`src/design/ccu_pkg.sv`:
```
package ccu_pkg;

  // Register port widths
  localparam int REG_ADDR_W = 4;
  localparam int REG_DATA_W = 32;

  // Control states, the encoding shows up in STATUS
  typedef enum logic [2:0] {
    IDLE        = 3'd0,
    START       = 3'd1,
    OPERATE     = 3'd2,
    DONE        = 3'd3,
    FAULT       = 3'd4,
    INTERRUPTED = 3'd5
  } ccu_state_e;

  // Host register map
  typedef enum logic [REG_ADDR_W-1:0] {
    DATA_SIZE     = 4'd0,
    GRID_SIZE     = 4'd1,
    SCLE_SIZE     = 4'd2,
    RSLT_SIZE     = 4'd3,
    PCKT_SIZE     = 4'd4,
    LOADED        = 4'd5,
    CONTROL       = 4'd6,
    STATUS        = 4'd7,
    PROGRESS_RSLT = 4'd8,
    PROGRESS_ITER = 4'd9,
    FAULT_MASK    = 4'd10
  } ccu_reg_addr_e;

  // LOADED fields
  localparam int LD_DATA = 0;
  localparam int LD_GRID = 1;
  localparam int LD_SCLE = 2;
  localparam int LD_WGHT = 3;
  localparam int LD_RSLT = 4;

  // CONTROL command bits, write only
  localparam int CTL_START = 0;
  localparam int CTL_SOFT  = 1;
  localparam int CTL_ABORT = 2;
  localparam int CTL_ERROR = 3;
  localparam int CTL_CLEAR = 4;

  // STATUS fields
  localparam int ST_IDLE      = 0;
  localparam int ST_BUSY      = 1;
  localparam int ST_ERROR     = 2;
  localparam int ST_LOCKED    = 3;
  localparam int ST_VALID     = 4;
  localparam int ST_STATE_LSB = 5;
  localparam int ST_STATE_MSB = 7;

endpackage

```
`src/design/ccu_cfg_if.sv`:
```
`timescale 1ns/10ps

interface ccu_cfg_if;

  // Problem sizes as written by the host
  logic [ccu_pkg::REG_DATA_W-1:0] data_size;
  logic [ccu_pkg::REG_DATA_W-1:0] grid_size;
  logic [ccu_pkg::REG_DATA_W-1:0] scle_size;
  logic [ccu_pkg::REG_DATA_W-1:0] rslt_size;
  logic [ccu_pkg::REG_DATA_W-1:0] pckt_size;

  logic data_loaded;
  logic grid_loaded;
  logic scle_loaded;
  logic wght_loaded;
  logic rslt_loaded;

  // Single-cycle host commands
  logic start_req;
  logic soft_req;
  logic abort_req;
  logic error_req;
  logic clear_req;

  // Status returned by the control FSM
  ccu_pkg::ccu_state_e state;
  logic cfg_valid;
  logic locked;

  modport regs (
    output data_size, grid_size, scle_size, rslt_size, pckt_size,
    output data_loaded, grid_loaded, scle_loaded, wght_loaded, rslt_loaded,
    output start_req, soft_req, abort_req, error_req, clear_req,
    input  state, cfg_valid, locked
  );

  modport ctrl (
    input  data_size, grid_size, scle_size, rslt_size, pckt_size,
    input  data_loaded, grid_loaded, scle_loaded, wght_loaded, rslt_loaded,
    input  start_req, soft_req, abort_req, error_req, clear_req,
    output state, cfg_valid, locked
  );

endinterface

```
`src/design/ccu_progress_if.sv`:
```
`timescale 1ns/10ps

interface ccu_progress_if;

  // FSM side
  logic        load;
  logic        advance;
  logic [31:0] total;

  // Tracker side
  logic        last_iter;
  logic [31:0] results_exported;
  logic [31:0] iteration;

  modport ctrl (
    output load,
    output advance,
    output total,
    input  last_iter
  );

  modport track (
    input  load,
    input  advance,
    input  total,
    output last_iter,
    output results_exported,
    output iteration
  );

endinterface

```
`src/design/ccu_reg_file.sv`:
```
`timescale 1ns/10ps

module ccu_reg_file #(
  parameter int NUM_PERIPHERALS = 3
) (
  input  logic                           fsm_clk,
  input  logic                           rst,
  input  logic                           reg_wr_en,
  input  logic                           reg_rd_en,
  input  logic [ccu_pkg::REG_ADDR_W-1:0] reg_addr,
  input  logic [ccu_pkg::REG_DATA_W-1:0] reg_wdata,
  input  logic [31:0]                    results_exported,
  input  logic [31:0]                    iteration,
  input  logic [NUM_PERIPHERALS-1:0]     fault_mask,
  output logic [ccu_pkg::REG_DATA_W-1:0] reg_rdata,
  output logic                           reg_rvalid,
  ccu_cfg_if.regs                        cfg
);

  ccu_pkg::ccu_reg_addr_e         addr;
  logic                           ctl_write;
  logic [ccu_pkg::REG_DATA_W-1:0] status_word;
  logic [ccu_pkg::REG_DATA_W-1:0] rd_data;

  assign addr      = ccu_pkg::ccu_reg_addr_e'(reg_addr);
  assign ctl_write = reg_wr_en && (addr == ccu_pkg::CONTROL);

  // Configuration registers
  always_ff @(posedge fsm_clk) begin
    if (rst) begin
      cfg.data_size   <= '0;
      cfg.grid_size   <= '0;
      cfg.scle_size   <= '0;
      cfg.rslt_size   <= '0;
      cfg.pckt_size   <= '0;
      cfg.data_loaded <= 1'b0;
      cfg.grid_loaded <= 1'b0;
      cfg.scle_loaded <= 1'b0;
      cfg.wght_loaded <= 1'b0;
      cfg.rslt_loaded <= 1'b0;
    end else if (reg_wr_en) begin
      case (addr)
        ccu_pkg::DATA_SIZE: cfg.data_size <= reg_wdata;
        ccu_pkg::GRID_SIZE: cfg.grid_size <= reg_wdata;
        ccu_pkg::SCLE_SIZE: cfg.scle_size <= reg_wdata;
        ccu_pkg::RSLT_SIZE: cfg.rslt_size <= reg_wdata;
        ccu_pkg::PCKT_SIZE: cfg.pckt_size <= reg_wdata;
        ccu_pkg::LOADED: begin
          cfg.data_loaded <= reg_wdata[ccu_pkg::LD_DATA];
          cfg.grid_loaded <= reg_wdata[ccu_pkg::LD_GRID];
          cfg.scle_loaded <= reg_wdata[ccu_pkg::LD_SCLE];
          cfg.wght_loaded <= reg_wdata[ccu_pkg::LD_WGHT];
          cfg.rslt_loaded <= reg_wdata[ccu_pkg::LD_RSLT];
        end
        default: ;
      endcase
    end
  end

  // CONTROL bits become pulses one cycle after the write
  always_ff @(posedge fsm_clk) begin
    if (rst) begin
      cfg.start_req <= 1'b0;
      cfg.soft_req  <= 1'b0;
      cfg.abort_req <= 1'b0;
      cfg.error_req <= 1'b0;
      cfg.clear_req <= 1'b0;
    end else begin
      cfg.start_req <= ctl_write && reg_wdata[ccu_pkg::CTL_START];
      cfg.soft_req  <= ctl_write && reg_wdata[ccu_pkg::CTL_SOFT];
      cfg.abort_req <= ctl_write && reg_wdata[ccu_pkg::CTL_ABORT];
      cfg.error_req <= ctl_write && reg_wdata[ccu_pkg::CTL_ERROR];
      cfg.clear_req <= ctl_write && reg_wdata[ccu_pkg::CTL_CLEAR];
    end
  end

  always_comb begin
    status_word = '0;
    status_word[ccu_pkg::ST_IDLE]   = (cfg.state == ccu_pkg::IDLE);
    status_word[ccu_pkg::ST_BUSY]   = (cfg.state == ccu_pkg::START) ||
                                      (cfg.state == ccu_pkg::OPERATE);
    status_word[ccu_pkg::ST_ERROR]  = (cfg.state == ccu_pkg::FAULT);
    status_word[ccu_pkg::ST_LOCKED] = cfg.locked;
    status_word[ccu_pkg::ST_VALID]  = cfg.cfg_valid;
    status_word[ccu_pkg::ST_STATE_MSB:ccu_pkg::ST_STATE_LSB] = cfg.state;
  end

  // Read multiplexer, CONTROL and unmapped addresses read as zero
  always_comb begin
    rd_data = '0;
    case (addr)
      ccu_pkg::DATA_SIZE:     rd_data = cfg.data_size;
      ccu_pkg::GRID_SIZE:     rd_data = cfg.grid_size;
      ccu_pkg::SCLE_SIZE:     rd_data = cfg.scle_size;
      ccu_pkg::RSLT_SIZE:     rd_data = cfg.rslt_size;
      ccu_pkg::PCKT_SIZE:     rd_data = cfg.pckt_size;
      ccu_pkg::LOADED: begin
        rd_data[ccu_pkg::LD_DATA] = cfg.data_loaded;
        rd_data[ccu_pkg::LD_GRID] = cfg.grid_loaded;
        rd_data[ccu_pkg::LD_SCLE] = cfg.scle_loaded;
        rd_data[ccu_pkg::LD_WGHT] = cfg.wght_loaded;
        rd_data[ccu_pkg::LD_RSLT] = cfg.rslt_loaded;
      end
      ccu_pkg::STATUS:        rd_data = status_word;
      ccu_pkg::PROGRESS_RSLT: rd_data = results_exported;
      ccu_pkg::PROGRESS_ITER: rd_data = iteration;
      ccu_pkg::FAULT_MASK:    rd_data[NUM_PERIPHERALS-1:0] = fault_mask;
      default: ;
    endcase
  end

  // Fixed read latency of one cycle
  always_ff @(posedge fsm_clk) begin
    if (rst) begin
      reg_rvalid <= 1'b0;
    end else begin
      reg_rvalid <= reg_rd_en;
    end
  end

  always_ff @(posedge fsm_clk) begin
    if (reg_rd_en) begin
      reg_rdata <= rd_data;
    end
  end

endmodule

```
`src/design/ccu_result_tracker.sv`:
```
`timescale 1ns/10ps

module ccu_result_tracker #(
  parameter int RSLT_CHANNELS = 4
) (
  input  logic                     fsm_clk,
  input  logic                     rst,
  ccu_progress_if.track            prog,
  output logic [RSLT_CHANNELS-1:0] use_channels
);

  logic [31:0] remaining;
  logic [31:0] exported;
  logic [31:0] iteration;
  logic [31:0] iter_size;

  // Results handed out this iteration
  assign iter_size = (remaining > RSLT_CHANNELS) ? 32'(RSLT_CHANNELS) : remaining;

  assign prog.last_iter        = (remaining <= RSLT_CHANNELS);
  assign prog.results_exported = exported;
  assign prog.iteration        = iteration;

  // Low channels first, all zero once nothing remains
  always_comb begin
    for (int ch = 0; ch < RSLT_CHANNELS; ch++) begin
      use_channels[ch] = (32'(ch) < iter_size);
    end
  end

  always_ff @(posedge fsm_clk) begin
    if (rst) begin
      remaining <= '0;
      exported  <= '0;
      iteration <= '0;
    end else if (prog.load) begin
      remaining <= prog.total;
      exported  <= '0;
      iteration <= '0;
    end else if (prog.advance) begin
      remaining <= remaining - iter_size;
      exported  <= exported + iter_size;
      iteration <= iteration + 32'd1;
    end
  end

endmodule

```
`src/design/ccu_fault_monitor.sv`:
```
`timescale 1ns/10ps

module ccu_fault_monitor #(
  parameter int NUM_PERIPHERALS = 3
) (
  input  logic                       fsm_clk,
  input  logic                       rst,
  input  logic [NUM_PERIPHERALS-1:0] peripheral_error,
  input  logic                       clear,
  output logic                       fault,
  output logic [NUM_PERIPHERALS-1:0] fault_mask
);

  // Two flops per line, the error inputs come from other clock domains
  logic [NUM_PERIPHERALS-1:0] sync_q1;
  logic [NUM_PERIPHERALS-1:0] sync_q2;

  always_ff @(posedge fsm_clk) begin
    if (rst) begin
      sync_q1 <= '0;
      sync_q2 <= '0;
    end else begin
      sync_q1 <= peripheral_error;
      sync_q2 <= sync_q1;
    end
  end

  // Sticky mask, a short error pulse is not lost
  always_ff @(posedge fsm_clk) begin
    if (rst || clear) begin
      fault_mask <= '0;
    end else begin
      fault_mask <= fault_mask | sync_q2;
    end
  end

  assign fault = |fault_mask;

endmodule

```
`src/design/ccu_fsm.sv`:
```
`timescale 1ns/10ps

module ccu_fsm #(
  parameter int DATA_ADDR_W = 16,
  parameter int GRID_ADDR_W = 8,
  parameter int SCLE_ADDR_W = 8,
  localparam int PCKT_ADDR_W = DATA_ADDR_W + GRID_ADDR_W - 1
) (
  input  logic                   fsm_clk,
  input  logic                   rst,
  input  logic                   rslt_tlast,
  input  logic                   fault,
  ccu_cfg_if.ctrl                cfg,
  ccu_progress_if.ctrl           prog,
  output logic                   operation_start,
  output logic [DATA_ADDR_W:0]   data_size,
  output logic [GRID_ADDR_W:0]   grid_size,
  output logic [SCLE_ADDR_W:0]   scle_size,
  output logic [PCKT_ADDR_W:0]   pckt_size,
  output logic                   operation_busy,
  output logic                   operation_complete,
  output logic                   operation_error,
  output logic                   locked,
  output logic                   pl2ps_intr,
  output logic                   monitor_clear
);

  localparam logic [63:0] MAX_DATA_SIZE = 64'd1 << DATA_ADDR_W;
  localparam logic [63:0] MAX_GRID_SIZE = 64'd1 << GRID_ADDR_W;
  localparam logic [63:0] MAX_SCLE_SIZE = 64'd1 << SCLE_ADDR_W;
  localparam logic [63:0] MAX_PCKT_SIZE = 64'd1 << PCKT_ADDR_W;

  ccu_pkg::ccu_state_e state;
  ccu_pkg::ccu_state_e state_next;
  logic                soft_pending;
  logic                in_start;
  logic                in_operate;
  logic                intr_entry;

  assign in_start   = (state == ccu_pkg::START);
  assign in_operate = (state == ccu_pkg::OPERATE);

  // Every input loaded and every size nonzero and within range
  assign cfg.cfg_valid = &{
    cfg.data_loaded, cfg.grid_loaded, cfg.scle_loaded, cfg.wght_loaded,
    |cfg.data_size, |cfg.grid_size, |cfg.scle_size, |cfg.pckt_size, |cfg.rslt_size,
    64'(cfg.data_size) <= MAX_DATA_SIZE,
    64'(cfg.grid_size) <= MAX_GRID_SIZE,
    64'(cfg.scle_size) <= MAX_SCLE_SIZE,
    64'(cfg.pckt_size) <= MAX_PCKT_SIZE
  };

  always_comb begin
    state_next = state;
    case (state)
      ccu_pkg::IDLE: begin
        if (cfg.start_req && cfg.cfg_valid) begin
          state_next = ccu_pkg::START;
        end else if (cfg.start_req) begin
          state_next = ccu_pkg::FAULT;
        end
      end
      ccu_pkg::START: state_next = ccu_pkg::OPERATE;
      ccu_pkg::OPERATE: begin
        // A held soft request wins over the normal end of the run
        if (rslt_tlast && soft_pending) begin
          state_next = ccu_pkg::INTERRUPTED;
        end else if (rslt_tlast && prog.last_iter) begin
          state_next = ccu_pkg::DONE;
        end
      end
      ccu_pkg::DONE: begin
        if (!cfg.rslt_loaded) begin
          state_next = ccu_pkg::IDLE;
        end
      end
      ccu_pkg::FAULT, ccu_pkg::INTERRUPTED: begin
        if (cfg.clear_req) begin
          state_next = ccu_pkg::IDLE;
        end
      end
      default: state_next = ccu_pkg::IDLE;
    endcase
    // Mask is stale until START clears it, so only a running operation faults
    if (fault && in_operate) begin
      state_next = ccu_pkg::FAULT;
    end
    if (cfg.abort_req || cfg.error_req) begin
      state_next = ccu_pkg::INTERRUPTED;
    end
  end

  assign intr_entry = (state_next != state) &&
                      (state_next inside {ccu_pkg::DONE, ccu_pkg::FAULT, ccu_pkg::INTERRUPTED});

  always_ff @(posedge fsm_clk) begin
    if (rst) begin
      state        <= ccu_pkg::IDLE;
      soft_pending <= 1'b0;
      pl2ps_intr   <= 1'b0;
    end else begin
      state        <= state_next;
      soft_pending <= (in_start || in_operate) && (soft_pending || cfg.soft_req);
      pl2ps_intr   <= intr_entry;
    end
  end

  // Sizes are only presented alongside operation_start
  assign data_size = in_start ? cfg.data_size[DATA_ADDR_W:0] : '0;
  assign grid_size = in_start ? cfg.grid_size[GRID_ADDR_W:0] : '0;
  assign scle_size = in_start ? cfg.scle_size[SCLE_ADDR_W:0] : '0;
  assign pckt_size = in_start ? cfg.pckt_size[PCKT_ADDR_W:0] : '0;

  assign operation_start    = in_start;
  assign operation_busy     = in_start || in_operate;
  assign operation_complete = (state == ccu_pkg::DONE);
  assign operation_error    = (state == ccu_pkg::FAULT);
  assign locked             = (state == ccu_pkg::FAULT) ||
                              ((state == ccu_pkg::DONE) && cfg.rslt_loaded);
  assign monitor_clear      = in_start;

  assign cfg.state  = state;
  assign cfg.locked = locked;

  assign prog.load    = in_start;
  assign prog.advance = in_operate && rslt_tlast;
  assign prog.total   = cfg.rslt_size;

endmodule

```
`src/design/ccu_top.sv`:
```
`timescale 1ns/10ps

module ccu_top #(
  parameter int DATA_ADDR_W     = 16,
  parameter int GRID_ADDR_W     = 8,
  parameter int SCLE_ADDR_W     = 8,
  parameter int RSLT_CHANNELS   = 4,
  parameter int NUM_PERIPHERALS = 3,
  localparam int PCKT_ADDR_W    = DATA_ADDR_W + GRID_ADDR_W - 1
) (
  input  logic                           fsm_clk,
  input  logic                           rst,
  input  logic                           reg_wr_en,
  input  logic                           reg_rd_en,
  input  logic [ccu_pkg::REG_ADDR_W-1:0] reg_addr,
  input  logic [ccu_pkg::REG_DATA_W-1:0] reg_wdata,
  output logic [ccu_pkg::REG_DATA_W-1:0] reg_rdata,
  output logic                           reg_rvalid,
  input  logic [NUM_PERIPHERALS-1:0]     peripheral_error,
  input  logic                           rslt_tlast,
  output logic                           operation_start,
  output logic [DATA_ADDR_W:0]           data_size,
  output logic [GRID_ADDR_W:0]           grid_size,
  output logic [SCLE_ADDR_W:0]           scle_size,
  output logic [PCKT_ADDR_W:0]           pckt_size,
  output logic [RSLT_CHANNELS-1:0]       use_channels,
  output logic                           operation_busy,
  output logic                           operation_complete,
  output logic                           operation_error,
  output logic                           locked,
  output logic                           pl2ps_intr
);

  ccu_cfg_if      cfg_i ();
  ccu_progress_if prog_i ();

  logic                       fault;
  logic                       monitor_clear;
  logic [NUM_PERIPHERALS-1:0] fault_mask;

  ccu_reg_file #(
    .NUM_PERIPHERALS (NUM_PERIPHERALS)
  ) reg_file_i (
    .fsm_clk          (fsm_clk),
    .rst              (rst),
    .reg_wr_en        (reg_wr_en),
    .reg_rd_en        (reg_rd_en),
    .reg_addr         (reg_addr),
    .reg_wdata        (reg_wdata),
    .results_exported (prog_i.results_exported),
    .iteration        (prog_i.iteration),
    .fault_mask       (fault_mask),
    .reg_rdata        (reg_rdata),
    .reg_rvalid       (reg_rvalid),
    .cfg              (cfg_i.regs)
  );

  ccu_fsm #(
    .DATA_ADDR_W (DATA_ADDR_W),
    .GRID_ADDR_W (GRID_ADDR_W),
    .SCLE_ADDR_W (SCLE_ADDR_W)
  ) fsm_i (
    .fsm_clk            (fsm_clk),
    .rst                (rst),
    .rslt_tlast         (rslt_tlast),
    .fault              (fault),
    .cfg                (cfg_i.ctrl),
    .prog               (prog_i.ctrl),
    .operation_start    (operation_start),
    .data_size          (data_size),
    .grid_size          (grid_size),
    .scle_size          (scle_size),
    .pckt_size          (pckt_size),
    .operation_busy     (operation_busy),
    .operation_complete (operation_complete),
    .operation_error    (operation_error),
    .locked             (locked),
    .pl2ps_intr         (pl2ps_intr),
    .monitor_clear      (monitor_clear)
  );

  ccu_result_tracker #(
    .RSLT_CHANNELS (RSLT_CHANNELS)
  ) tracker_i (
    .fsm_clk      (fsm_clk),
    .rst          (rst),
    .prog         (prog_i.track),
    .use_channels (use_channels)
  );

  ccu_fault_monitor #(
    .NUM_PERIPHERALS (NUM_PERIPHERALS)
  ) fault_mon_i (
    .fsm_clk          (fsm_clk),
    .rst              (rst),
    .peripheral_error (peripheral_error),
    .clear            (monitor_clear),
    .fault            (fault),
    .fault_mask       (fault_mask)
  );

endmodule

```
`config.mk`:
```
export PLATFORM = sky130hd
export DESIGN_NAME = ccu_top
export DESIGN_NICKNAME = d
export VERILOG_FILES = /design/src/design/ccu_pkg.sv /design/src/design/ccu_cfg_if.sv /design/src/design/ccu_progress_if.sv /design/src/design/ccu_reg_file.sv /design/src/design/ccu_result_tracker.sv /design/src/design/ccu_fault_monitor.sv /design/src/design/ccu_fsm.sv /design/src/design/ccu_top.sv
export SDC_FILE = /design/constraint.sdc
export NUM_CORES = 1
export LEC_CHECK = 0
export ABC_AREA = 1
export BUFFER_PORTS_ARGS = -buffer_cell sky130_fd_sc_hd__clkbuf_2
export CORE_ASPECT_RATIO = 2
export CORE_UTILIZATION = 25
export CTS_CLUSTER_DIAMETER = 50
export DETAILED_ROUTE_END_ITERATION = 8
export PLACE_DENSITY_LB_ADDON = 0.08
export REMOVE_ABC_BUFFERS = 1
export SYNTH_ARGS = -nofsm -noshare
export SYNTH_HDL_FRONTEND = slang
export SYNTH_HIERARCHICAL = 1
export SYNTH_SLANG_ARGS = --single-unit
export TNS_END_PERCENT = 10
```
`constraint.sdc`:
```
create_clock -name fsm_clk -period 2.7 [get_ports fsm_clk]
set_clock_uncertainty 0.05 [all_clocks]
set_input_delay 0.405 -clock fsm_clk [delete_from_list [all_inputs] [get_ports fsm_clk]]
set_output_delay 0.405 -clock fsm_clk [all_outputs]
set_load 0.05 [all_outputs]
```
# Yosys cells after proc, flatten, opt, wreduce, memory -nomap -nowiden

Index checks and enable logic that the tools add are counted.

Memories: 0
Bits of input ports: 44
Word-level logic and storage cells: 116
Output and inout port bits: 102
Bits in latches: 0
Memory bits (read-only): 0
RAM bits: 0
Register bits: 313

$mul: 0
Muxes and demuxes: 19
$lt $le $gt $ge: 10
Equal/unequal tests: 19
Reduce and logical (&&, ||, !) cells: 38
Add/sub/neg operators: 3
Shift operators: 0
Bitwise gates (word level): 1
Div/mod/pow operators: 0

Operators by type and width:

| operator              | count |
|---|---|
| $pmux 27 s8           | 1 |
| $reduce_or 32->1      | 5 |
| $mux 32               | 3 |
| $le 32x9->1 const B   | 2 |
| $lt 1x32->1 const A   | 2 |
| $lt 2x32->1 const A   | 2 |
| $add 32x1->32 const B | 1 |
| $add 32x32->32        | 1 |
| $gt 32x3->1 const B   | 1 |
| $le 32x17->1 const B  | 1 |
| $le 32x24->1 const B  | 1 |
| $le 32x3->1 const B   | 1 |
| $sub 32x32->32        | 1 |
| $pmux 3 s10           | 1 |
| $mux 24               | 1 |
| $mux 3                | 8 |
| $mux 9                | 2 |
| $pmux 2 s9            | 1 |
| $mux 17               | 1 |
| $eq 4x3->1 const B    | 4 |
| $pmux 3 s5            | 1 |
| $logic_and 1x1->1     | 14 |
| $reduce_and 13->1     | 1 |
| $eq 3x3->1 const B    | 4 |
| 15 further kinds      | 30 |

# Longest topological paths before layout

Gate-level depths: netlist of run 1.

Word-level depth: 10
Gate-level depth with buffers: 22
Mapped depth without buffers: 22

# Cells and area by module

The synthesis of run 1 kept the hierarchy.

By module, submodules not included:

| module             | cells an instance | area each (um2) | times used | sequential area each (um2) |
|---|---|---|---|---|
| ccu_reg_file       | 1,316             | 9,071.2         | 1          | 4,384.2 |
| ccu_result_tracker | 1,077             | 6,865.3         | 1          | 1,921.8 |
| ccu_fsm            | 399               | 1,829.3         | 1          | 100.1 |
| ccu_fault_monitor  | 33                | 272.8           | 1          | 180.2 |

# Worst setup path after synthesis of run 1

Ideal clock, no wire load.

Path kind: reg2reg
Start: register tracker_i.remaining[4]
End: register tracker_i.exported[21] (netlist: tracker_i/prog.results_exported[21])
Buffers on the path: 0
Setup time: 0.115 ns
Period minus slack after synthesis: 2.744 ns
Cell stages (with the launch flop): 15
Path slack: -0.044 ns
Required time: 2.535 ns
Data arrival time: 2.578 ns
Cell sequence: dfxtp_1 or2_2 nor2_1 nand4_1 nor2_1 inv_1 ha_1 a21oi_1 nand2_1 a21oi_1 o21ai_0 a21o_1 xor2_1 o21ai_0 inv_1

Cells in the longest elaborated chain, start to end: 3

RTL lines:

| what                     | RTL line                 | source |
|---|---|---|
| start: declaration       | ccu_result_tracker.sv:12 | `logic [31:0] remaining;` |
| start signal: assignment | ccu_result_tracker.sv:37 | `remaining <= prog.total;` |
| start signal: assignment | ccu_result_tracker.sv:41 | `remaining <= remaining - iter_size;` |
| $gt 32x3->1              | ccu_result_tracker.sv:18 | `assign iter_size = (remaining > RSLT_CHANNELS) ? 32'(RSLT_CHANNELS) : remaining;` |
| $mux 32 (*)              | ccu_result_tracker.sv:18 |  |
| $add 32x32->32 (*)       | ccu_result_tracker.sv:42 | `exported <= exported + iter_size;` |
| end signal: assignment   | ccu_result_tracker.sv:42 |  |
| end: declaration         | ccu_result_tracker.sv:13 | `logic [31:0] exported;` |

Every way passes the cells marked *; elsewhere a longest branch is shown, timed or not.
A chain may end at the register's enable or synchronous reset.

# Worst setup path in the final report of run 1

Start: register tracker_i.remaining[20]
End: register tracker_i.exported[3] (netlist: tracker_i/prog.results_exported[3])

Cells in the longest elaborated chain, start to end: 3

RTL lines:

| what           | RTL line |
|---|---|
| $gt 32x3->1    | ccu_result_tracker.sv:18 |
| $mux 32        | ccu_result_tracker.sv:18 |
| $add 32x32->32 | ccu_result_tracker.sv:42 |

No other way between the ends.

==> flow_metrics.tcl, run 1 <==
set metrics [dict create \
    status "finished with violations" \
    cts_tree "done" \
    relSlewSlack 0.5559 \
    final_util 0.3183 \
    worstHoldPathCells 3 \
    wl_met3_mm 2.606 \
    p_leak_uw 0.01011 \
    cts_sinks 313 \
    endpoint_kind "flip-flop" \
    ant_nets 0 \
    design_area_mm2 0.02281 \
    clock_latency_ps 570 \
    initial_utilization 0.2517 \
    hold_class "in -> reg" \
    synth.avg_cell_area_um2 6.385 \
    routed_wirelength_mm 83.09 \
    hold_viol 0 \
    ys.flop_type "dfxtp_1" \
    tightest_slew_ps 659.2 \
    core-area_mm2 0.07165 \
    grt_setup_unrepaired "true" \
    route.met2.wl_mm 44.52 \
    hold_path_end "reg_file_i/cfg.grid_size[21]" \
    row_count 139 \
    cts_made_buffers 39 \
    drt-met1-wl_mm 32.38 \
    antenna_found_initial 3 \
    cap_viol_max_count 0 \
    final_max_slew_viol_count 0 \
    setup_ws_ps -151.2 \
    groute.usage.overall 0.2264 \
    powerDensity_mw_per_mm2 498.8 \
    critPathRequiredTime_ps 3100 \
    ff2ff_path_depth 18 \
    yosys.cell_types.count 55 \
    fmax_ghz 0.3507 \
    grt_max_degree 75 \
    num_vias 19154 \
    min_period_ps 2851 \
    crit_top_cell "buf_4" \
    crit_chain "nor2_4, nand3_2, nor2_2, nand4_1, nor2_4, inv_2, ha_4, a21oi_2, nand2_2, buf_4, buf_4, buf_4, buf_4, buf_4, buf_4, xor2_1, o21ai_1, inv_1" \
    setup_tns_ps -745.0 \
    synthArstFlopShare 0 \
    first_pass_iters 5 \
    timing.rr.start "tracker_i/remaining[20]" \
    ys_warn_count 6 \
    cts_root_buf "clkbuf_16" \
    synth_edf_count 32 \
    initialDrtViolationCount 940 \
    port_buffers 145 \
    h-tree-depth 2 \
    final_layout_size_suffix_gt1_frac 0.1851 \
    placed_cell_area_mm2 0.02074 \
    grt_pass1_wl_mm 122.6 \
    violations "setup timing" \
    setup_viol 15 \
    layout.nets 3175 \
    syn_area_mm2 0.01804 \
    r2r_end "tracker_i/prog.results_exported[3]" \
    wl_per_cell_um 20.54 \
    start_kind "flip-flop" \
    cts.clk_slew.worst_paths_ps 60 \
    fp.dieW_um 191.9 \
    cts_max_path_buffers 3 \
    critPathKind "reg -> reg" \
    min-delay-start "reg_wdata[21]" \
    die-area_mm2 0.07330 \
    drc 0 \
    slowest_delay_ps 330 \
    cp.arrival_ps 3250 \
    grt_pass1_vias 19003 \
    fp.dieH_um 381.9 \
    cp_slowest_cell "dfxtp_2" \
    cp_max_fo 4 \
    ys_seq_area_frac 0.3651 \
    dp_hpwl_mm 63.88 \
    highest_layer "met5" \
    grt_overflow 0 \
    area_growth_syn_to_layout_pct 26.43 \
    rrSetupSlack_ps -150 \
    post-route-period-util 1.056 \
    ys_ff_latch 313 \
    io_pins 146 \
    ir_drop_mv 0.6178 \
    gp_congestion 0.9155 \
    via_per_inst 4.735 \
    synth_cells 2825 \
]
-- synthesized netlist by cell type (all sizes together), types with 2 or more instances --
cell type  count  area share
conb           2     0.00042
inv          275       0.057
o211ai         3      0.0012
xor2          26       0.013
nand3b         3      0.0015
xnor2          7      0.0034
ha            33       0.023
buf           88       0.031
nand2        704        0.15
o21ai        129       0.036
nor3          31      0.0098
nor2         632        0.14
clkbuf        59       0.012
o21a           2     0.00083
and2           4      0.0014
o221ai         5      0.0024
a21boi         3      0.0012
nand4         27      0.0094
a21o           8      0.0033
or2            5      0.0017
nand3        221       0.063
and3           4      0.0014
a31oi         13      0.0045
edfxtp        32       0.053
dfxtp        281        0.31
a21oi        180       0.051
o221a          2      0.0012
nor4           8      0.0028
o21bai         6      0.0025
a22oi         25       0.010
-- layout make-up --
| class | instances | area (µm²) |
|---|---|---|
| sequential | 313 | 6604 |
| clock buffer | 47 | 1026 |
| inverter | 276 | 1049 |
| antenna | 1 | 2.502 |
| multi-input combinational | 2115 | 10160 |
| tap | 916 | 1146 |
| fill | 7953 | 48850 |
| timing repair buffer | 352 | 2579 |
| clock inverter | 25 | 240.2 |
-- per-layer routing --
layer / GRT usage / vias up
met1: 0.2528 / 9050
met2: 0.4297 / 459
met4: 0.09112 / 4
met5: 0 / -
li1: - / 9495
met3: 0.01902 / 146
-- logic make-up (layout without fill, tap and decap cells) --
group,after synthesis,in the layout,share of synthesized area
DFF,313,313,0.3651
adders and majority gates,34,34,0.02400
AOI/OAI and AO/OA,378,378,0.1155
xor gates and xnor gates,33,33,0.01602
and+or+nand+nor,1641,1641,0.3777
other,2,30,0.0004163
buffers and inverters,424,700,0.1013
-- metrics by stage --
step	setup WS (ps)	std cells	hold WS [ps]	total power, µW
6_report	-151.2	4045	119.7	11380
5_1_grt	-241.4	4045	124.7	11830
4_1_cts	-169.2	4045	88.53	11570
3_5_place_dp	-547.6	3947	358.5	6048
3_3_place_gp	-597.0	3947	365.9	6045
2_1_floorplan	-1983	2704	338.3	5480
-- worst max path at each step --
stage / startpoint / cells past startpoint / endpoint / slack (ps)
6_report: tracker_i/remaining[20] / 18 / tracker_i/prog.results_exported[3] / -150
4_1_cts: tracker_i/remaining[12] / 11 / use_channels[2] / -170
3_3_place_gp: tracker_i/remaining[4] / 19 / tracker_i/prog.results_exported[23] / -600
3_5_place_dp: tracker_i/remaining[4] / 18 / tracker_i/prog.results_exported[24] / -550
5_1_grt: tracker_i/remaining[20] / 20 / tracker_i/prog.results_exported[27] / -240
2_1_floorplan: fsm_i/cfg.state[1] / 10 / tracker_i/remaining[27] / -1980
-- power breakdown --
group | switching (µW) | internal (µW)
clock | 2350 | 3040
sequential | 56.2 | 4760
combinational | 840 | 329
-- placed cells by master, fill, tap and decap left out, drive strengths merged, types with 14 or more instances in the layout --
master / count
inv: 280
clkinv: 14
nand2: 704
xor2: 26
nand4: 27
a21oi: 180
edfxtp: 32
clkbuf: 166
a22oi: 25
buf: 230
conb: 29
nor2: 632
dfxtp: 281
nand3: 221
o21ai: 129
nor3: 31
ha: 33
-- sequential cells by signal (all words and copies together), names as in the netlist, 3 cells and up --
name,cells
reg_file_i/cfg.scle_size,32
reg_file_i/cfg.rslt_size,32
tracker_i/remaining,32
fault_mon_i/sync_q2,3
tracker_i/prog.results_exported,32
reg_file_i/cfg.data_size,32
fault_mon_i/sync_q1,3
tracker_i/prog.iteration,32
reg_file_i/cfg.grid_size,32
reg_file_i/cfg.pckt_size,32
fault_mon_i/fault_mask,3
fsm_i/cfg.state,3
reg_file_i/reg_rdata,32
-- worst max-delay path: cells and delay by family, from the launching register on --
family | cells | cell delay [ps]
DFF | 1 | 330
buffers and inverters | 8 | 840
AOI/OAI and AO/OA | 2 | 280
xor gates and xnor gates | 1 | 140
and+or+nand+nor | 6 | 840
adders and majority gates | 1 | 240
-- what timing repair did --
item / CTS / global route
endpoints found under the hold margin: 3 / 0
buffers inserted: 25 / 4
hold buffers: 3 / 0
pin swaps: 29 / 43
cloned: 0 / 0
resized for setup: 106 / 119
setup endpoints to repair: 39 / 66
Power figures use the tool's default switching activity.
==> run 2, diff against run 1 <==
--- a/config.mk
+++ b/config.mk
@@ -15,6 +15,5 @@
 export REMOVE_ABC_BUFFERS = 1
 export SYNTH_ARGS = -nofsm -noshare
 export SYNTH_HDL_FRONTEND = slang
-export SYNTH_HIERARCHICAL = 1
 export SYNTH_SLANG_ARGS = --single-unit
 export TNS_END_PERCENT = 10
==> flow_metrics.tcl, run 2 <==
set metrics [dict create \
    status "finished with violations" \
    violations "setup timing" \
    via_per_inst 4.873 \
    antenna_found_initial 0 \
    cts.clk_slew.worst_paths_ps 60 \
    setup_ws_ps -149.9 \
    multi_input_area_mm2 0.008767 \
    synthArstFlopShare 0 \
    cp_max_fo 3 \
    hold_class "in -> reg" \
    cts_made_buffers 39 \
    synth_area_leaders "dfxtp_1, nor2_1, inv_1, a21oi_1, nand2_1" \
    io_pins 146 \
    timing.rr.start "tracker_i.remaining[13]" \
    hold_path_end "reg_file_i.cfg.scle_size[19]" \
    setup_viol 23 \
    routed_wirelength_mm 82.30 \
    ys_warn_count 0 \
    groute.usage.overall 0.2430 \
    num_vias 17513 \
    cp.arrival_ps 3250 \
    first_pass_iters 6 \
    r2r_end "tracker_i.prog.results_exported[15]" \
    relSlewSlack 0.4455 \
    comb_power_share 0.099 \
    seq_area_mm2 0.006594 \
    grt_pass1_vias 17595 \
    row_count 133 \
    placed_cell_area_mm2 0.01941 \
    gp_congestion 0.9146 \
    powerDensity_mw_per_mm2 544.6 \
    final_util 0.3246 \
    min_period_ps 2850 \
    cts_sinks 313 \
    crit_start "tracker_i.remaining[13]" \
    initialDrtViolationCount 1140 \
    clock_latency_ps 560 \
    setup_tns_ps -1876 \
    die-area_mm2 0.06746 \
    grt_max_degree 67 \
    holdWs_ps 117.6 \
    cts_max_path_buffers 3 \
    grt_overflow 0 \
    seq_power_share 0.416 \
    fp.dieH_um 366.3 \
    layout.nets 2766 \
    ys.flop_type "dfxtp_1" \
    ant_nets 0 \
    core-area_mm2 0.06573 \
    synth_top_area_frac 0.3391 \
    final_common_cell "nor2_1" \
    ir_drop_mv 0.3498 \
    port_buffers 145 \
    fp.dieW_um 184.2 \
    dp_hpwl_mm 63.99 \
    drc 0 \
    p_sw_uw 3222 \
    cap_viol_max_count 0 \
    grt_setup_unrepaired "true" \
    synth_edf_count 32 \
    start_kind "flip-flop" \
    cts_root_buf "clkbuf_16" \
    preCtsSetupSlack_ps -784.1 \
    internal_power_uw 8399 \
    ys_ff_latch 313 \
    yosys.cell_types.count 54 \
    final_layout_size_suffix_gt1_frac 0.1811 \
    diodes 0 \
    rrSetupSlack_ps -150 \
    ff2ff_path_depth 18 \
    yosysMostFrequentCell "nor2_1" \
    layout_common_cells "nor2_1, inv_1, nand2_1" \
    h-tree-depth 2 \
    synth_top_area_cell "dfxtp_1" \
    endpoint_kind "flip-flop" \
    initial_utilization 0.2524 \
    grt_pass1_wl_mm 117.9 \
    syn_area_mm2 0.01659 \
    fmax_ghz 0.3509 \
    design_area_mm2 0.02134 \
    p_clk_frac 0.485 \
    critPathKind "reg -> reg" \
    cts_tree "done" \
    post-route-period-util 1.056 \
    final_max_slew_viol_count 0 \
    tightest_slew_ps 831.8 \
    critPathRequiredTime_ps 3100 \
    p_leak_uw 0.009145 \
    worstHoldPathCells 3 \
    wl_per_cell_um 22.90 \
    ys_seq_area_frac 0.3970 \
    p_sw_frac 0.2773 \
    area_growth_syn_to_layout_pct 28.60 \
    min-delay-start "reg_wdata[19]" \
    hold_viol 0 \
    synth.avg_cell_area_um2 6.876 \
    synth_cells 2413 \
    synthTopCellsByCount "nor2_1, inv_1, nand2_1" \
    fillers 7241 \
]
[run 2: final cells by class]
cell class	instances	share of cell area
multi-input cells	1661	0.4109
flip-flops and latches	313	0.3090
repair buffers	310	0.1018
inverters	363	0.06421
well taps	877	0.05143
clock buffers	48	0.04967
clock inverters	22	0.01296
[run 2: cell families after synthesis]
| kind of cell | after synthesis | share of synthesized area |
|---|---|---|
| AOI/OAI and AO/OA | 630 | 0.2109 |
| xor gates and xnor gates | 44 | 0.02323 |
| adders and majority gates | 34 | 0.02609 |
| buffers and inverters | 466 | 0.1060 |
| DFF | 313 | 0.3970 |
| other | 2 | 0.0004527 |
| and+or+nand+nor | 924 | 0.2364 |
[run 2: through the flow]
step / cells / power (µW)
finish: 3594 / 11620
global route: 3594 / 12040
CTS: 3587 / 11790
detailed placement: 3508 / 6049
global placement: 3508 / 6050
floorplan: 2337 / 5480
[run 2: worst max path at each step]
stage | endpoint | slack [ps] | depth (start not counted)
2_1_floorplan | tracker_i.prog.results_exported[11] | -1330 | 8
3_3_place_gp | tracker_i.prog.results_exported[19] | -790 | 19
3_5_place_dp | tracker_i.prog.results_exported[17] | -780 | 19
4_1_cts | tracker_i.prog.results_exported[17] | -280 | 19
5_1_grt | tracker_i.prog.results_exported[19] | -350 | 19
6_report | tracker_i.prog.results_exported[15] | -150 | 18
[run 2: critical path, stage by stage (launching register included)]
cell and delay [ps]:
dfxtp_2 320, nor2_2 110, inv_2 60, nor3_4 200
nand2_2 110, nor4_4 160, nand4_1 130, buf_4 180
ha_4 300, nand2_4 60, o21ai_4 170, a21oi_4 100
o21ai_4 210, inv_2 70, o21ai_4 150, buf_4 130
xor2_1 50, o21ai_1 120, inv_1 50
[run 2: what timing repair did]
action / CTS / global route
resized for setup: 90 / 53
setup endpoints to repair: 69 / 93
cloned: 0 / 0
hold buffers: 3 / 0
setup buffers: 6 / 7
endpoints found under the hold margin: 3 / 0
pin swaps: 30 / 33
[run 2: routing by layer]
layer  up-vias  share of wire  track usage
met1      8353           0.36       0.2481
met2       478           0.54       0.4636
met3       178          0.036      0.02744
met5         -              0            0
met4         0          0.065       0.1446
li1       8504              -            -
[run 2: power groups by stage]
stage	Combinational [µW]	Sequential (µW)	Clock, µW
4_1_cts	1140	4830	5810
5_1_grt	1230	4840	5970
3_3_place_gp	1110	4940	0
3_5_place_dp	1110	4940	0
6_report	1150	4830	5640
2_1_floorplan	489	4990	0
==> run 3, diff against run 2 <==
--- a/config.mk
+++ b/config.mk
@@ -8,7 +8,7 @@
 export ABC_AREA = 1
 export BUFFER_PORTS_ARGS = -buffer_cell sky130_fd_sc_hd__clkbuf_2
 export CORE_ASPECT_RATIO = 2
-export CORE_UTILIZATION = 25
+export CORE_UTILIZATION = 29
 export CTS_CLUSTER_DIAMETER = 50
 export DETAILED_ROUTE_END_ITERATION = 8
 export PLACE_DENSITY_LB_ADDON = 0.08
==> flow_metrics.tcl, run 3 (synthesis gave the netlist of run 2 again) <==
set metrics [dict create \
    status "finished with violations" \
    violations "setup timing" \
    grt_pass1_wl_mm 115.2 \
    drc 0 \
    critPathKind "reg -> reg" \
    critPathRequiredTime_ps 3100 \
    via_per_inst 5.058 \
    core-area_mm2 0.05633 \
    endpoint_kind "flip-flop" \
    path_delay_family "simple AND/OR/NAND/NOR gates" \
    post-route-period-util 1.076 \
    cts_tree "done" \
    setup_tns_ps -2135 \
    row_count 123 \
    setup_ws_ps -204.1 \
    clock_latency_ps 570 \
    powerDensity_mw_per_mm2 526.8 \
    io_pins 146 \
    preCtsSetupSlack_ps -1047 \
    groute.usage.overall 0.2741 \
    hold_viol 0 \
    tightest_slew_ps 1024 \
    grt_pass1_vias 17441 \
    power.total_uw 11350 \
    crit_chain "buf_4, nor2_4, nand3_2, nor2_4, nand3_4, nor2_4, ha_4, inv_4, fa_2, inv_2, nand3_4, nand2_4, buf_6, buf_6, a21oi_2, buf_6, buf_4, xnor2_1, o21ai_1, inv_1" \
    routed_wirelength_mm 80.48 \
    cts_sinks 313 \
    final_max_slew_viol_count 0 \
    layout.nets 2803 \
    gp_congestion 0.9906 \
    fp.dieW_um 171.1 \
    final_common_cell "nor2_1" \
    fp.dieH_um 340.3 \
    area_growth_syn_to_layout_pct 29.90 \
    start_kind "flip-flop" \
    final_layout_size_suffix_gt1_frac 0.2012 \
    initial_utilization 0.2945 \
    hold_class "in -> reg" \
    slowest_delay_ps 340 \
    cp.arrival_ps 3310 \
    relSlewSlack 0.3176 \
    die-area_mm2 0.05823 \
    grt_setup_unrepaired "true" \
    critPathBufInv 8 \
    cts_made_buffers 38 \
    h-tree-depth 2 \
    min_period_ps 2904 \
    cts_root_buf "clkbuf_16" \
    first_pass_iters 5 \
    cts_max_path_buffers 3 \
    antenna_found_initial 0 \
    initialDrtViolationCount 1161 \
    cp_max_fo 4 \
    ir_drop_mv 0.3830 \
    cap_viol_max_count 0 \
    cts.clk_slew.worst_paths_ps 60 \
    fmax_ghz 0.3443 \
    port_buffers 145 \
    grt_max_degree 67 \
    holdWs_ps 110.9 \
    p_leak_uw 0.009347 \
    wl_per_cell_um 22.97 \
    num_vias 17724 \
    setup_viol 26 \
    grt_overflow 0 \
    ant_nets 0 \
    dp_hpwl_mm 62.31 \
    layout_common_cells "nor2_1, inv_1, nand2_1" \
    cp_slowest_cell "dfxtp_2" \
    diodes 0 \
]
-- run 3: final timing paths --
| kind | startpoint | end | slack, ps | depth (start not counted) |
|---|---|---|---|---|
| min | reg_wdata[11] | reg_file_i.cfg.scle_size[11] | 110 | 3 |
| max | tracker_i.remaining[13] | tracker_i.prog.results_exported[12] | -200 | 20 |
| max reg2reg | tracker_i.remaining[13] | tracker_i.prog.results_exported[12] | -200 | 20 |
| min reg2reg | fault_mon_i.sync_q1[1] | fault_mon_i.sync_q2[1] | 390 | 2 |
-- run 3: cell type report --
class                      count  area, µm²
clock inverter                18      190.2
clock buffer                  51       1061
timing repair buffer         348       2520
sequential                   313       6606
multi-input combinational   1661       8856
tap                          750      938.4
inverter                     363       1380
fill                        6146      34770
-- run 3: metrics by stage --
stage | utilization | instance area (µm²) | instances
finish | 0.3826 | 21550 | 3504
global route | 0.3826 | 21550 | 3504
floorplan | - | 16300 | 2337
global placement | 0.3426 | 19300 | 3390
detailed placement | 0.3426 | 19300 | 3390
CTS | 0.3755 | 21150 | 3496
-- run 3: report_power, final --
part	internal (µW)	total (µW)	switching, µW
combinational	349	1170	826
sequential	4780	4830	56.4
clock	3070	5350	2270
total	8200	11400	3150
-- run 3: repair_timing --
item,4_1_cts,5_1_grt
gates resized for setup,106,106
endpoints found under the hold margin,3,0
hold buffers,3,0
pin swaps,32,38
setup endpoints to repair,42,44
setup buffers,34,11
-- run 3: worst register-to-register path, cell delays in order, from the launching register on --
cell     delay (ps)
dfxtp_2         340
buf_4           150
nor2_4          120
nand3_2         100
nor2_4          150
nand3_4         120
nor2_4          150
ha_4            160
inv_4            40
fa_2            340
inv_2            80
nand3_4          80
nand2_4         120
buf_6           110
buf_6            90
a21oi_2          70
buf_6           160
buf_4           130
xnor2_1         110
o21ai_1         110
inv_1            50
-- run 3: routing by layer --
layer | track usage | vias to the layer above | share of wire
met1 | 0.2758 | 8497 | 0.36
met5 | 0 | - | 0
met3 | 0.02709 | 157 | 0.031
met4 | 0.1479 | 0 | 0.058
li1 | - | 8580 | -
met2 | 0.5368 | 490 | 0.55
